<file path="src/source/driver_macros.svh">
// local port widths, sequential sweep limits, lfsr seeds and counter width
`ifndef DRIVER_MACROS_SVH
`define DRIVER_MACROS_SVH

// --------------------
// local port widths
`define DATA_WIDTH 64
`define BYTE_LANES 8
`define ROW_WIDTH 13
`define COL_WIDTH 10
`define BANK_WIDTH 2

// --------------------
// last address of the sequential sweep
`define MAX_ROW 3
`define MAX_COL 16
`define MAX_BANK 3
`define MAX_CHIPSEL 0
// column increment for one local beat
`define COL_STEP 4

// lane n is seeded with base + n * step
`define LFSR_SEED_BASE 1
`define LFSR_SEED_STEP 10

// outstanding write/read counters
`define COUNT_WIDTH 8

`endif
</file>
<file path="src/source/driver_pkg.sv">
// data word, byte enable, address field, test mode and sequencer state types
`include "driver_macros.svh"

package driver_pkg;

  typedef logic [`DATA_WIDTH-1:0] data_word_t;
  typedef logic [`BYTE_LANES-1:0] byte_en_t;
  typedef logic [`ROW_WIDTH-1:0] row_t;
  typedef logic [`COL_WIDTH-1:0] col_t;
  typedef logic [`BANK_WIDTH-1:0] bank_t;

  // which test currently owns the local port
  typedef enum logic [1:0] {mode_none, mode_seq_addr, mode_dm_pin} test_mode_t;

  typedef enum logic [2:0] {
    st_idle, st_start, st_write, st_write_drain, st_reload, st_read, st_read_drain, st_complete
  } test_state_t;

endpackage

</file>
<file path="src/source/example_driver.sv">
// example_driver module: top level joining sequencer, address, pattern and checker blocks
`timescale 1ns/10ps

module example_driver
  import driver_pkg::*;
(
  input  logic       clk,
  input  logic       reset_n,
  input  logic       local_ready,
  input  data_word_t local_rdata,
  input  logic       local_rdata_valid,
  output logic       local_write_req,
  output logic       local_read_req,
  output logic       local_burstbegin,
  output logic       local_cs_addr,
  output bank_t      local_bank_addr,
  output row_t       local_row_addr,
  output col_t       local_col_addr,
  output byte_en_t   local_be,
  output logic       local_size,
  output data_word_t local_wdata,
  output byte_en_t   pnf_per_byte,
  output logic       pnf_persist,
  output logic       test_complete,
  output logic [7:0] test_status
);

  test_mode_t test_mode;
  logic       addr_advance;
  logic       write_accept;
  logic       reset_address;
  logic       clear_data;
  logic       capture_seed;
  logic       reload;
  logic       be_reset;
  logic       reached_max_address;
  data_word_t expected;

  // every access is a single beat
  assign local_size = 1'b1;

  // one bit per active test, bit 7 marks the end of a round
  assign test_status = {test_complete, 4'b0000, (test_mode == mode_dm_pin), 1'b0,
                        (test_mode == mode_seq_addr)};

  test_sequencer i_test_sequencer (
    .clk                (clk),
    .reset_n            (reset_n),
    .local_ready        (local_ready),
    .local_rdata_valid  (local_rdata_valid),
    .reached_max_address(reached_max_address),
    .write_req          (local_write_req),
    .read_req           (local_read_req),
    .burst_begin        (local_burstbegin),
    .addr_advance       (addr_advance),
    .write_accept       (write_accept),
    .test_mode          (test_mode),
    .reset_address      (reset_address),
    .clear_data         (clear_data),
    .capture_seed       (capture_seed),
    .reload             (reload),
    .be_reset           (be_reset),
    .test_complete      (test_complete)
  );

  address_generator i_address_generator (
    .clk                (clk),
    .reset_n            (reset_n),
    .test_mode          (test_mode),
    .addr_advance       (addr_advance),
    .reset_address      (reset_address),
    .cs_addr            (local_cs_addr),
    .bank_addr          (local_bank_addr),
    .row_addr           (local_row_addr),
    .col_addr           (local_col_addr),
    .reached_max_address(reached_max_address)
  );

  pattern_generator i_pattern_generator (
    .clk              (clk),
    .reset_n          (reset_n),
    .test_mode        (test_mode),
    .write_accept     (write_accept),
    .local_rdata_valid(local_rdata_valid),
    .clear_data       (clear_data),
    .capture_seed     (capture_seed),
    .reload           (reload),
    .be_reset         (be_reset),
    .wdata            (local_wdata),
    .expected         (expected),
    .be               (local_be)
  );

  read_checker i_read_checker (
    .clk              (clk),
    .reset_n          (reset_n),
    .local_rdata      (local_rdata),
    .local_rdata_valid(local_rdata_valid),
    .expected         (expected),
    .be               (local_be),
    .pnf_per_byte     (pnf_per_byte),
    .pnf_persist      (pnf_persist)
  );

endmodule

</file>
<file path="src/source/test_sequencer.sv">
// test_sequencer module: test FSM, request strobes and outstanding read counter
`timescale 1ns/10ps
`include "driver_macros.svh"

module test_sequencer
  import driver_pkg::*;
(
  input  logic       clk,
  input  logic       reset_n,
  input  logic       local_ready,
  input  logic       local_rdata_valid,
  input  logic       reached_max_address,
  output logic       write_req,
  output logic       read_req,
  output logic       burst_begin,
  output logic       addr_advance,
  output logic       write_accept,
  output test_mode_t test_mode,
  output logic       reset_address,
  output logic       clear_data,
  output logic       capture_seed,
  output logic       reload,
  output logic       be_reset,
  output logic       test_complete
);

  localparam int cw = `COUNT_WIDTH;

  test_state_t   state;
  logic          read_accept;
  logic [cw-1:0] reads_remaining;

  assign write_accept = write_req & local_ready;
  assign read_accept  = read_req & local_ready;
  assign addr_advance = write_accept | read_accept;

  // --------------------
  // outstanding read counter
  always_ff @(posedge clk or negedge reset_n)
  begin
    if (!reset_n)
      reads_remaining <= '0;
    else
      reads_remaining <= reads_remaining + cw'(read_accept) - cw'(local_rdata_valid);
  end

  // --------------------
  // test FSM
  always_ff @(posedge clk or negedge reset_n)
  begin
    if (!reset_n)
    begin
      state         <= st_idle;
      test_mode     <= mode_none;
      write_req     <= 1'b0;
      read_req      <= 1'b0;
      burst_begin   <= 1'b0;
      reset_address <= 1'b0;
      clear_data    <= 1'b0;
      capture_seed  <= 1'b0;
      reload        <= 1'b0;
      be_reset      <= 1'b0;
      test_complete <= 1'b0;
    end
    else
    begin
      case (state)
        st_idle:
        begin
          test_complete <= 1'b0;
          reset_address <= 1'b1;
          test_mode     <= mode_seq_addr;
          state         <= st_start;
        end
        st_start:
        begin
          reset_address <= 1'b0;
          // the data-mask test begins with a pass of zeros
          clear_data    <= (test_mode == mode_dm_pin);
          capture_seed  <= 1'b1;
          write_req     <= 1'b1;
          burst_begin   <= 1'b1;
          state         <= st_write;
        end
        st_write:
        begin
          capture_seed <= 1'b0;
          if (write_accept && reached_max_address)
          begin
            write_req     <= 1'b0;
            burst_begin   <= 1'b0;
            reset_address <= 1'b1;
            state         <= st_write_drain;
          end
        end
        st_write_drain:
        begin
          // write data leaves with each accepted request, nothing is left to wait for
          reset_address <= 1'b0;
          reload        <= 1'b1;
          be_reset      <= (test_mode == mode_dm_pin);
          if (clear_data)
          begin
            clear_data <= 1'b0;
            state      <= st_reload;
          end
          else
          begin
            read_req    <= 1'b1;
            burst_begin <= 1'b1;
            state       <= st_read;
          end
        end
        st_reload:
        begin
          reload      <= 1'b0;
          be_reset    <= 1'b0;
          write_req   <= 1'b1;
          burst_begin <= 1'b1;
          state       <= st_write;
        end
        st_read:
        begin
          reload   <= 1'b0;
          be_reset <= 1'b0;
          if (read_accept && reached_max_address)
          begin
            read_req      <= 1'b0;
            burst_begin   <= 1'b0;
            reset_address <= 1'b1;
            state         <= st_read_drain;
          end
        end
        st_read_drain:
        begin
          reset_address <= 1'b0;
          // wait for the last read beat before moving on
          if (reads_remaining == '0)
          begin
            if (test_mode == mode_seq_addr)
            begin
              test_mode <= mode_dm_pin;
              state     <= st_start;
            end
            else
            begin
              test_mode     <= mode_none;
              test_complete <= 1'b1;
              state         <= st_complete;
            end
          end
        end
        st_complete:
        begin
          test_complete <= 1'b0;
          state         <= st_idle;
        end
        default:
          state <= st_idle;
      endcase
    end
  end

  a_req_exclusive: assert property (@(posedge clk) disable iff (!reset_n)
    !(write_req && read_req));

endmodule

</file>
<file path="src/source/read_checker.sv">
// read_checker module: masked per-lane compare and pass/not-fail pipeline
`timescale 1ns/10ps
`include "driver_macros.svh"

module read_checker
  import driver_pkg::*;
(
  input  logic       clk,
  input  logic       reset_n,
  input  data_word_t local_rdata,
  input  logic       local_rdata_valid,
  input  data_word_t expected,
  input  byte_en_t   be,
  output byte_en_t   pnf_per_byte,
  output logic       pnf_persist
);

  byte_en_t compare;
  byte_en_t compare_s1;
  byte_en_t compare_s2;
  logic     valid_s1;
  logic     checked;
  logic     checked_d;
  logic     pass_s3;

  // disabled lanes always pass
  always_comb
  begin
    for (int lane = 0; lane < `BYTE_LANES; lane++)
    begin
      compare[lane] = ~be[lane] | (local_rdata[8*lane +: 8] == expected[8*lane +: 8]);
    end
  end

  // --------------------
  // stage 1 registers the raw compare, stage 2 keeps it for valid beats only,
  // stage 3 drives the pins
  always_ff @(posedge clk or negedge reset_n)
  begin
    if (!reset_n)
    begin
      compare_s1   <= '1;
      compare_s2   <= '1;
      pnf_per_byte <= '1;
      valid_s1     <= 1'b0;
      checked      <= 1'b0;
      checked_d    <= 1'b0;
      pass_s3      <= 1'b0;
      pnf_persist  <= 1'b0;
    end
    else
    begin
      compare_s1 <= compare;
      valid_s1   <= local_rdata_valid;
      if (valid_s1)
        compare_s2 <= compare_s1;
      // set once the first beat has reached stage 2
      checked      <= checked | valid_s1;
      checked_d    <= checked;
      pnf_per_byte <= compare_s2;
      // first checked beat decides alone, afterwards any failure sticks
      pass_s3     <= checked & (&compare_s2) & (pass_s3 | ~checked_d);
      pnf_persist <= pass_s3;
    end
  end

endmodule

</file>
<file path="src/source/address_generator.sv">
// address_generator module: sequential and walking-one address sweeps, end detection
`timescale 1ns/10ps
`include "driver_macros.svh"

module address_generator
  import driver_pkg::*;
(
  input  logic       clk,
  input  logic       reset_n,
  input  test_mode_t test_mode,
  input  logic       addr_advance,
  input  logic       reset_address,
  output logic       cs_addr,
  output bank_t      bank_addr,
  output row_t       row_addr,
  output col_t       col_addr,
  output logic       reached_max_address
);

  localparam col_t  col_last  = col_t'(`MAX_COL);
  localparam row_t  row_last  = row_t'(`MAX_ROW);
  localparam bank_t bank_last = bank_t'(`MAX_BANK);
  localparam logic  cs_last   = 1'(`MAX_CHIPSEL);
  localparam col_t  col_step  = col_t'(`COL_STEP);
  // walking-one turning points on the row
  localparam row_t  row_top   = {1'b1, {(`ROW_WIDTH-1){1'b0}}};
  localparam row_t  row_low   = {1'b0, {(`ROW_WIDTH-1){1'b1}}};

  logic seq_last;
  logic walk_last;

  assign seq_last = (col_addr == col_last) && (row_addr == row_last) &&
                    (bank_addr == bank_last) && (cs_addr == cs_last);
  assign walk_last = (row_addr == '1);
  assign reached_max_address = ((test_mode == mode_seq_addr) && seq_last) ||
                               ((test_mode == mode_dm_pin) && walk_last);

  always_ff @(posedge clk or negedge reset_n)
  begin
    if (!reset_n)
    begin
      cs_addr   <= 1'b0;
      bank_addr <= '0;
      row_addr  <= '0;
      col_addr  <= '0;
    end
    else if (reset_address)
    begin
      cs_addr   <= 1'b0;
      bank_addr <= '0;
      row_addr  <= '0;
      col_addr  <= '0;
    end
    else if (addr_advance && test_mode == mode_dm_pin)
    begin
      if (row_addr == '0)
      begin
        col_addr <= col_t'(4);
        row_addr <= row_t'(1);
      end
      else if (row_addr == row_top)
      begin
        // one reached the top, continue as a walking zero
        col_addr <= {{(`COL_WIDTH-3){1'b1}}, 3'b000};
        row_addr <= {{(`ROW_WIDTH-1){1'b1}}, 1'b0};
      end
      else if (row_addr == row_low)
      begin
        col_addr <= {{(`COL_WIDTH-2){1'b1}}, 2'b00};
        row_addr <= '1;
      end
      else
      begin
        col_addr <= {col_addr[`COL_WIDTH-2:2], col_addr[`COL_WIDTH-1], col_addr[1:0]};
        row_addr <= {row_addr[`ROW_WIDTH-2:0], row_addr[`ROW_WIDTH-1]};
      end
      bank_addr <= (bank_addr == bank_last) ? '0 : bank_addr + 1'b1;
      cs_addr   <= (cs_addr == cs_last) ? 1'b0 : cs_addr + 1'b1;
    end
    else if (addr_advance && test_mode == mode_seq_addr)
    begin
      // column, then row, bank and chip select carry in turn
      if (col_addr >= col_last)
      begin
        col_addr <= '0;
        if (row_addr == row_last)
        begin
          row_addr <= '0;
          if (bank_addr == bank_last)
          begin
            bank_addr <= '0;
            cs_addr   <= (cs_addr == cs_last) ? 1'b0 : cs_addr + 1'b1;
          end
          else
            bank_addr <= bank_addr + 1'b1;
        end
        else
          row_addr <= row_addr + 1'b1;
      end
      else
        col_addr <= col_addr + col_step;
    end
  end

  a_seq_col_range: assert property (@(posedge clk) disable iff (!reset_n)
    (test_mode == mode_seq_addr) |-> (col_addr <= col_last));

endmodule

</file>
<file path="src/source/pattern_generator.sv">
// pattern_generator module: lfsr data lanes, replay store and byte-enable rotation
`timescale 1ns/10ps
`include "driver_macros.svh"

module pattern_generator
  import driver_pkg::*;
(
  input  logic       clk,
  input  logic       reset_n,
  input  test_mode_t test_mode,
  input  logic       write_accept,
  input  logic       local_rdata_valid,
  input  logic       clear_data,
  input  logic       capture_seed,
  input  logic       reload,
  input  logic       be_reset,
  output data_word_t wdata,
  output data_word_t expected,
  output byte_en_t   be
);

  localparam int lanes = `BYTE_LANES;

  logic       advance;
  logic       lfsr_run;
  logic       dm_mode;
  data_word_t lfsr_data;
  data_word_t reload_data;

  // step on every written data beat and every returned read beat
  assign advance  = (write_accept & ~clear_data) | local_rdata_valid;
  assign lfsr_run = (test_mode != mode_none);
  assign dm_mode  = (test_mode == mode_dm_pin);

  for (genvar lane = 0; lane < lanes; lane++)
  begin : g_lane
    lfsr8 #(
      .seed(8'(`LFSR_SEED_BASE + lane * `LFSR_SEED_STEP))
    ) i_lfsr (
      .clk    (clk),
      .reset_n(reset_n),
      .enable (lfsr_run),
      .pause  (~advance),
      .load   (reload),
      .ldata  (reload_data[8*lane +: 8]),
      .data   (lfsr_data[8*lane +: 8])
    );
  end

  // state at the first write, so the read pass replays the same stream
  always_ff @(posedge clk)
  begin
    if (capture_seed)
      reload_data <= lfsr_data;
  end

  assign wdata    = clear_data ? '0 : lfsr_data;
  assign expected = lfsr_data;

  // --------------------
  // byte enables
  always_ff @(posedge clk or negedge reset_n)
  begin
    if (!reset_n)
      be <= '1;
    else if (be_reset)
      be <= byte_en_t'(1);
    else if (dm_mode && advance)
      be <= {be[lanes-2:0], be[lanes-1]};
    // zero pass and other tests write every lane
    else if (!dm_mode || clear_data)
      be <= '1;
  end

  a_be_shape: assert property (@(posedge clk) disable iff (!reset_n)
    (be == '1) || $onehot(be));

endmodule

</file>
<file path="src/source/lfsr8.sv">
// lfsr8 module: one 8-bit maximal-length pseudo-random byte lane
`timescale 1ns/10ps

module lfsr8 #(
  parameter logic [7:0] seed = 8'd1
) (
  input  logic       clk,
  input  logic       reset_n,
  input  logic       enable,
  input  logic       pause,
  input  logic       load,
  input  logic [7:0] ldata,
  output logic [7:0] data
);

  // galois feedback for x^8 + x^4 + x^3 + x^2 + 1
  localparam logic [7:0] taps = 8'h1d;

  logic feedback;

  assign feedback = data[7];

  always_ff @(posedge clk or negedge reset_n)
  begin
    if (!reset_n)
      data <= seed;
    // held at the seed while disabled
    else if (!enable)
      data <= seed;
    else if (load)
      data <= ldata;
    else if (!pause)
      data <= {data[6:0], 1'b0} ^ ({8{feedback}} & taps);
  end

endmodule

</file>
<file path="config.mk">
export PLATFORM = sky130hd
export DESIGN_NAME = example_driver
export DESIGN_NICKNAME = d
export VERILOG_FILES = /design/src/source/driver_pkg.sv /design/src/source/example_driver.sv /design/src/source/test_sequencer.sv /design/src/source/read_checker.sv /design/src/source/address_generator.sv /design/src/source/pattern_generator.sv /design/src/source/lfsr8.sv
export VERILOG_INCLUDE_DIRS = /design/src /design/src/source
export SDC_FILE = /design/constraint.sdc
export NUM_CORES = 1
export LEC_CHECK = 0
export ABC_AREA = 1
export BUFFER_PORTS_ARGS = -buffer_cell sky130_fd_sc_hd__buf_2
export CAP_MARGIN = 20
export CELL_PAD_IN_SITES_DETAIL_PLACEMENT = 1
export CELL_PAD_IN_SITES_GLOBAL_PLACEMENT = 1
export CORE_MARGIN = 3
export CORE_UTILIZATION = 42
export DETAILED_ROUTE_END_ITERATION = 10
export GPL_TIMING_DRIVEN = 0
export PLACE_DENSITY = 0.87
export SETUP_SLACK_MARGIN = 0.2
export SYNTH_ARGS = -nofsm -noshare
export SYNTH_HDL_FRONTEND = slang
export SYNTH_HIERARCHICAL = 1
export SYNTH_SLANG_ARGS = --single-unit
</file>
<file path="constraint.sdc">
create_clock -name clk -period 2.75 [get_ports clk]
set_clock_uncertainty 0.05 [all_clocks]
set_input_delay 0 -clock clk [delete_from_list [all_inputs] [get_ports clk]]
set_output_delay 0 -clock clk [all_outputs]
set_load 0.01 [all_outputs]
</file>
# Yosys cells after proc, flatten, opt, wreduce, memory -nomap -nowiden
# Index checks and enable logic that the tools add are counted.
# Widths: inputs -> output; s select.
[totals]
in_bits = 68
elab_cells = 236
output_inout_bits = 120
ff_bits = 213
[classes]
mux = 81
n_reduce_logical = 47
order_cmp = 1
bitwise_logic = 36
addsub = 6
eq_ne = 30
[op_table]
columns = ["op", "count"]
rows = [
  ["$mux 8", 27],
  ["$mux 13", 8],
  ["$mux 10", 7],
  ["$eq 8x8->1", 8],
  ["$mux 64", 1],
  ["$xor 8x5->8", 8],
  ["$eq 13x13->1 const B", 2],
  ["$pmux 3 s7", 1],
  ["$mux 2", 8],
  ["$reduce_bool 2->1", 8],
  ["$mux 1", 15],
  ["$reduce_and 3->1", 5],
  ["$reduce_bool 3->1", 5],
  ["$pmux 1 s2", 7],
  ["$add 13x1->13 const B", 1],
  ["$eq 13x12->1 const B", 1],
  ["$eq 13x2->1 const B", 1],
  ["$logic_not 13->1", 1],
  ["$eq 3x3->1 const B", 4],
  ["$mux 3", 4],
  ["$or 1x1->1", 12],
  ["$not 1->1", 11],
  ["$add 10x3->10 const B", 1],
  ["$eq 10x5->1 const B", 1],
  ["27 further kinds", 54],
]

# Depth between registers and ports, before layout
[logic_depth]
ltp_word = 9
depth_mapped = 15
ltp_nobuf = 15

# Hierarchy
# The synthesis kept the hierarchy.
[modules_own_cells]
columns = ["module", "seq_area_each_um2", "cells_per_inst", "area_per_inst_um2", "instances"]
rows = [
  ["pattern_generator", 2132.0, 260, 2906.5, 1],
  ["read_checker", 755.7, 301, 2043.2, 1],
  ["address_generator", 575.6, 275, 1828.0, 1],
  ["test_sequencer", 550.5, 185, 1391.3, 1],
  ["lfsr8 at i_pattern_generator.g_lane[1].i_lfsr", 203.9, 65, 531.8, 1],
  ["lfsr8 at i_pattern_generator.g_lane[7].i_lfsr", 205.2, 67, 516.7, 1],
  ["lfsr8 at i_pattern_generator.g_lane[5].i_lfsr", 205.2, 65, 478.0, 1],
  ["lfsr8 at i_pattern_generator.g_lane[0].i_lfsr", 201.4, 63, 475.5, 1],
  ["lfsr8 at i_pattern_generator.g_lane[3].i_lfsr", 206.4, 67, 475.5, 1],
  ["lfsr8 at i_pattern_generator.g_lane[6].i_lfsr", 206.4, 68, 475.5, 1],
  ["lfsr8 at i_pattern_generator.g_lane[2].i_lfsr", 203.9, 67, 474.2, 1],
  ["lfsr8 at i_pattern_generator.g_lane[4].i_lfsr", 203.9, 65, 452.9, 1],
  ["example_driver", 0.0, 13, 75.1, 1],
]

# Worst setup path before layout
# No wires, ideal clock.
[synth_timing]
kind = "register -> register"
from = "register i_test_sequencer.capture_seed"
to = "register i_pattern_generator.reload_data[0], enable pin"
slack_ns = 0.677
required_time_ns = 2.278
path_buffers = 0
t_arrival_ns = 1.601
synth_period_minus_slack_ns = 2.073
setup_time_ns = 0.422
stages_incl_launch_ff = 1
path_cell_list = "dfrtp_1"
[synth_lines]
columns = ["element", "line", "text"]
rows = [
  ["start, declared", "test_sequencer.sv:21", "output logic capture_seed,"],
  ["start signal, assigned", "test_sequencer.sv:60", "capture_seed <= 1'b0;"],
  ["start signal, assigned", "test_sequencer.sv:80", "capture_seed <= 1'b1;"],
  ["start signal, assigned", "test_sequencer.sv:87", "capture_seed <= 1'b0;"],
  ["end signal, assigned", "pattern_generator.sv:54", "reload_data <= lfsr_data;"],
  ["end, declared", "pattern_generator.sv:28", "data_word_t reload_data;"],
]
# No word-level cell between the ends.

# Worst setup path after layout
[layout_timing]
from = "register i_pattern_generator.g_lane[7].i_lfsr.data[0]"
to = "register i_read_checker.compare_s1[7]"
[layout_via]
elab_chain_cells = 2
[layout_lines]
columns = ["element", "line", "text"]
rows = [
  ["start, declared", "lfsr8.sv:13", "output logic [7:0] data"],
  ["start signal, assigned", "lfsr8.sv:31", "data <= ldata;"],
  ["start signal, assigned", "lfsr8.sv:33", "data <= {data[6:0], 1'b0} ^ ({8{feedback}} & taps);"],
  ["$eq 8x8->1", "read_checker.sv:31", "compare[lane] = ~be[lane] | (local_rdata[8*lane +: 8] == expected[8*lane +: 8]);"],
  ["$or 1x1->1", "read_checker.sv:31", ""],
  ["net i_read_checker.compare[7]", "read_checker.sv:18", "byte_en_t compare;"],
  ["end signal, assigned", "read_checker.sv:53", "compare_s1 <= compare;"],
  ["end, declared", "read_checker.sv:19", "byte_en_t compare_s1;"],
]
# The timed path passes the listed nets, and every way through them passes these cells.
# A chain may end at the register's enable or synchronous reset.

==> impl_metrics.tcl <==
set metrics [dict create \
    grt_usage 0.237 \
    root_buffer "clkbuf_16" \
    io_pins 188 \
    cts_tree "yes" \
    sequentialPowerShare 0.418 \
    io_buffer_count 178 \
    drt_iter0_drc 568 \
    cp.arrival_ns 2.81 \
    clk_path_buf_depth 3 \
    clk_latency_ns 0.53 \
    postSynthCellCount 1561 \
    drc_errors 0 \
    p_sw_frac 0.252 \
    cpMostUsedCell "nand2_1" \
    clkSinkCount 210 \
    slew_headroom 0.376 \
    std_cell_rows 61 \
    slew_viol_final 0 \
    gp_congestion 0.877 \
    outcome "completed" \
    setup_violations 0 \
    postLayoutCoreUtil 0.537 \
    fin_crit_sh 0.871 \
    final_cell_mix "nand2_1, inv_1, buf_2" \
    critPathMaxFanout 6 \
    reg2reg_depth 8 \
    path_delay_family "buffers and inverters" \
    dp_hpwl_um 25000 \
    layout-drive-gt1-share 0.233 \
    cp_cell_sequence "nand2_1 > nand2_1 > nand2_1 > dlygate4sd3_1 > nor2_1 > dlygate4sd3_1 > nand2_1 > nand2_1" \
    yosys_warnings 6 \
    cp_num_buf_inv 2 \
    routed_wl_um 37200 \
    syn-cell-area_sq_um 12100 \
    tightest_slew_ns 0.936 \
    antenna-diode-count 0 \
    stdcell_count 2226 \
    p_leak_nw 7.62 \
    rsz0062_at_grt "false" \
    synthToLayoutAreaGrowth_pct 24.5 \
    via_per_inst 5.03 \
    ys.flop_type "dfrtp_1" \
    synth_top_area_frac 0.178 \
    synth-async-reset-ratio 0.695 \
    startpoint_type "register" \
    layout_min_cycle_time_ns 2.40 \
    path_class "register to register" \
    power_frac_clock 0.453 \
    synth.avg_cell_area_sq_um 7.77 \
    cpPeakStageDelay_ns 0.60 \
    fin_tns_setup_ns 0 \
    num_vias 11200 \
    core_area_sq_um 28100 \
    hold_class "primary input to asynchronous set/reset pin" \
    synth_edf_count 64 \
    die_h_um 176 \
    final_common_cell "nand2_1" \
    critPathSlowestCell "dlygate4sd3_1" \
    max_freq_ghz 0.417 \
    path_depth 8 \
    comb_power_share 0.129 \
    nets 1914 \
    dieArea_sq_um 30900 \
    ys_seq_elements 210 \
    grt_max_degree 97 \
    path_clk_slew_ns 0.06 \
    drt.antenna.violating_nets 0 \
    detail_route.first_pass.iterations 5 \
    numCtsBuffers 25 \
    power_switching_w 0.00200 \
    synth.distinct_cells 51 \
    power.internal_w 0.00596 \
    synthTopCellsByArea "dfrtp_1, nand2_1, edfxtp_1" \
    gr-total-overflow 0 \
    yosysSeqAreaShare 0.466 \
    grt_pass1_wl_um 60200 \
    cts.htree.levels 1 \
    synth_top_area_cell "dfrtp_1" \
    grt_antenna_before_repair 1 \
    rrSetupSlack_ns 0.35 \
    die_x_um 176 \
    critPathRequiredTime_ns 3.16 \
    cellPowerDensity_nw_per_um2 528 \
    dp.cells 2126 \
    endpoint_kind "register" \
    start_util 0.432 \
    first_global_vias 11800 \
    wire_per_inst_um 16.7 \
    cap_violations 0 \
    hold_viol_final 0 \
    vdd_ir_drop_max_v 0.000481 \
]
## layout make-up
cell class | count | area [sq um]
clock inverter | 10 | 175
tap | 378 | 473
inverter | 281 | 1080
timing repair buffer | 234 | 1540
multi-input combinational | 1044 | 5170
fill | 3520 | 13000
buffer | 33 | 259
clock buffer | 36 | 738
sequential | 210 | 5660
## synthesized netlist by cell type, types with 11 or more instances
cell / number
nor2_4: 12
inv_1: 255
a21oi_1: 25
nand2_1: 514
dfstp_2: 60
nor2_1: 133
xnor2_1: 33
nand3_1: 120
dfrtp_1: 86
o21ai_0: 46
buf_6: 11
buf_4: 11
nand2_2: 16
o21ai_1: 23
ha_1: 16
nor2_2: 12
inv_2: 19
edfxtp_1: 64
## state kept, by name, summed over array words and instances (netlist names), 2 cells and up
signal and count:
i_pattern_generator/reload_data 64, i_pattern_generator/be 8, i_test_sequencer/reads_remaining 8, i_read_checker/compare_s1 8, i_read_checker/compare_s2 8, i_address_generator/bank_addr 2
i_read_checker/pnf_per_byte 8, i_test_sequencer/test_mode 2, i_pattern_generator/g_lane.i_lfsr/data 64, i_address_generator/col_addr 8, i_test_sequencer/state 3, i_address_generator/row_addr 13
## timing repair
action / 4_1_cts / 5_1_grt
resized for setup: 0 / 3
hold buffers: 52 / 0
endpoints found under the setup margin: 1 / 4
pin swaps: 1 / 0
setup buffers: 0 / 0
gates cloned: 1 / 0
endpoints found under the hold margin: 109 / 0
## power groups by stage
| stage | sequential, W | clock (W) | combinational, W |
|---|---|---|---|
| 2_1_floorplan | 0.00337 | 0 | 0.000657 |
| 3_3_place_gp | 0.00338 | 0 | 0.000869 |
| 3_5_place_dp | 0.00339 | 0 | 0.000942 |
| 4_1_cts | 0.00333 | 0.00368 | 0.00103 |
| 5_1_grt | 0.00333 | 0.00382 | 0.00118 |
| 6_report | 0.00333 | 0.00361 | 0.00103 |
## layer usage
layer / vias to the layer above / wire length, um / GRT usage
met3: 84 / 1320 / 0.0294
met2: 255 / 18500 / 0.424
li1: 5331 / - / -
met1: 5530 / 16200 / 0.301
met5: - / 13 / 0
met4: 2 / 1130 / 0.0699
## final timing paths
kind                                                              startpoint                                      endpoint
worst max-delay path            i_pattern_generator/g_lane[7].i_lfsr/data[0]                  i_read_checker/compare_s1[7]
worst min-delay path                                                 reset_n  i_pattern_generator/g_lane[4].i_lfsr/data[3]
max in group asynchronous                                            reset_n                 i_test_sequencer/capture_seed
worst min register to register                  i_read_checker/compare_s2[6]                i_read_checker/pnf_per_byte[6]
worst max register to register  i_pattern_generator/g_lane[7].i_lfsr/data[0]                  i_read_checker/compare_s1[7]
min in group clk                                           local_rdata_valid                       i_read_checker/valid_s1
## through the flow
| step | worst slack [ns] | hold slack (ns) | total power [W] | cell area (sq um) |
|---|---|---|---|---|
| finish | 0.355 | 0.0506 | 0.00796 | 15100 |
| global route | 0.231 | 0.0472 | 0.00833 | 15100 |
| CTS | 0.204 | 0.0323 | 0.00803 | 15100 |
| detailed placement | 0.246 | -0.0419 | 0.00433 | 13600 |
| global placement | -0.740 | 0.173 | 0.00425 | 13500 |
| floorplan | 0.677 | -0.346 | 0.00403 | 12100 |
## kinds of logic after synthesis
| kind of cell | Yosys count | synth area share |
|---|---|---|
| buffers and inverters | 314 | 0.111 |
| AND/OR/NAND/NOR | 849 | 0.305 |
| AO/OA/AOI/OAI | 124 | 0.0635 |
| multiplexers | 8 | 0.00991 |
| XOR/XNOR | 36 | 0.0260 |
| flip-flops | 210 | 0.466 |
| adder cells (fa/ha/maj) | 17 | 0.0182 |
| other | 3 | 0.000929 |
Note: power is estimated with default switching activity, not from simulation.
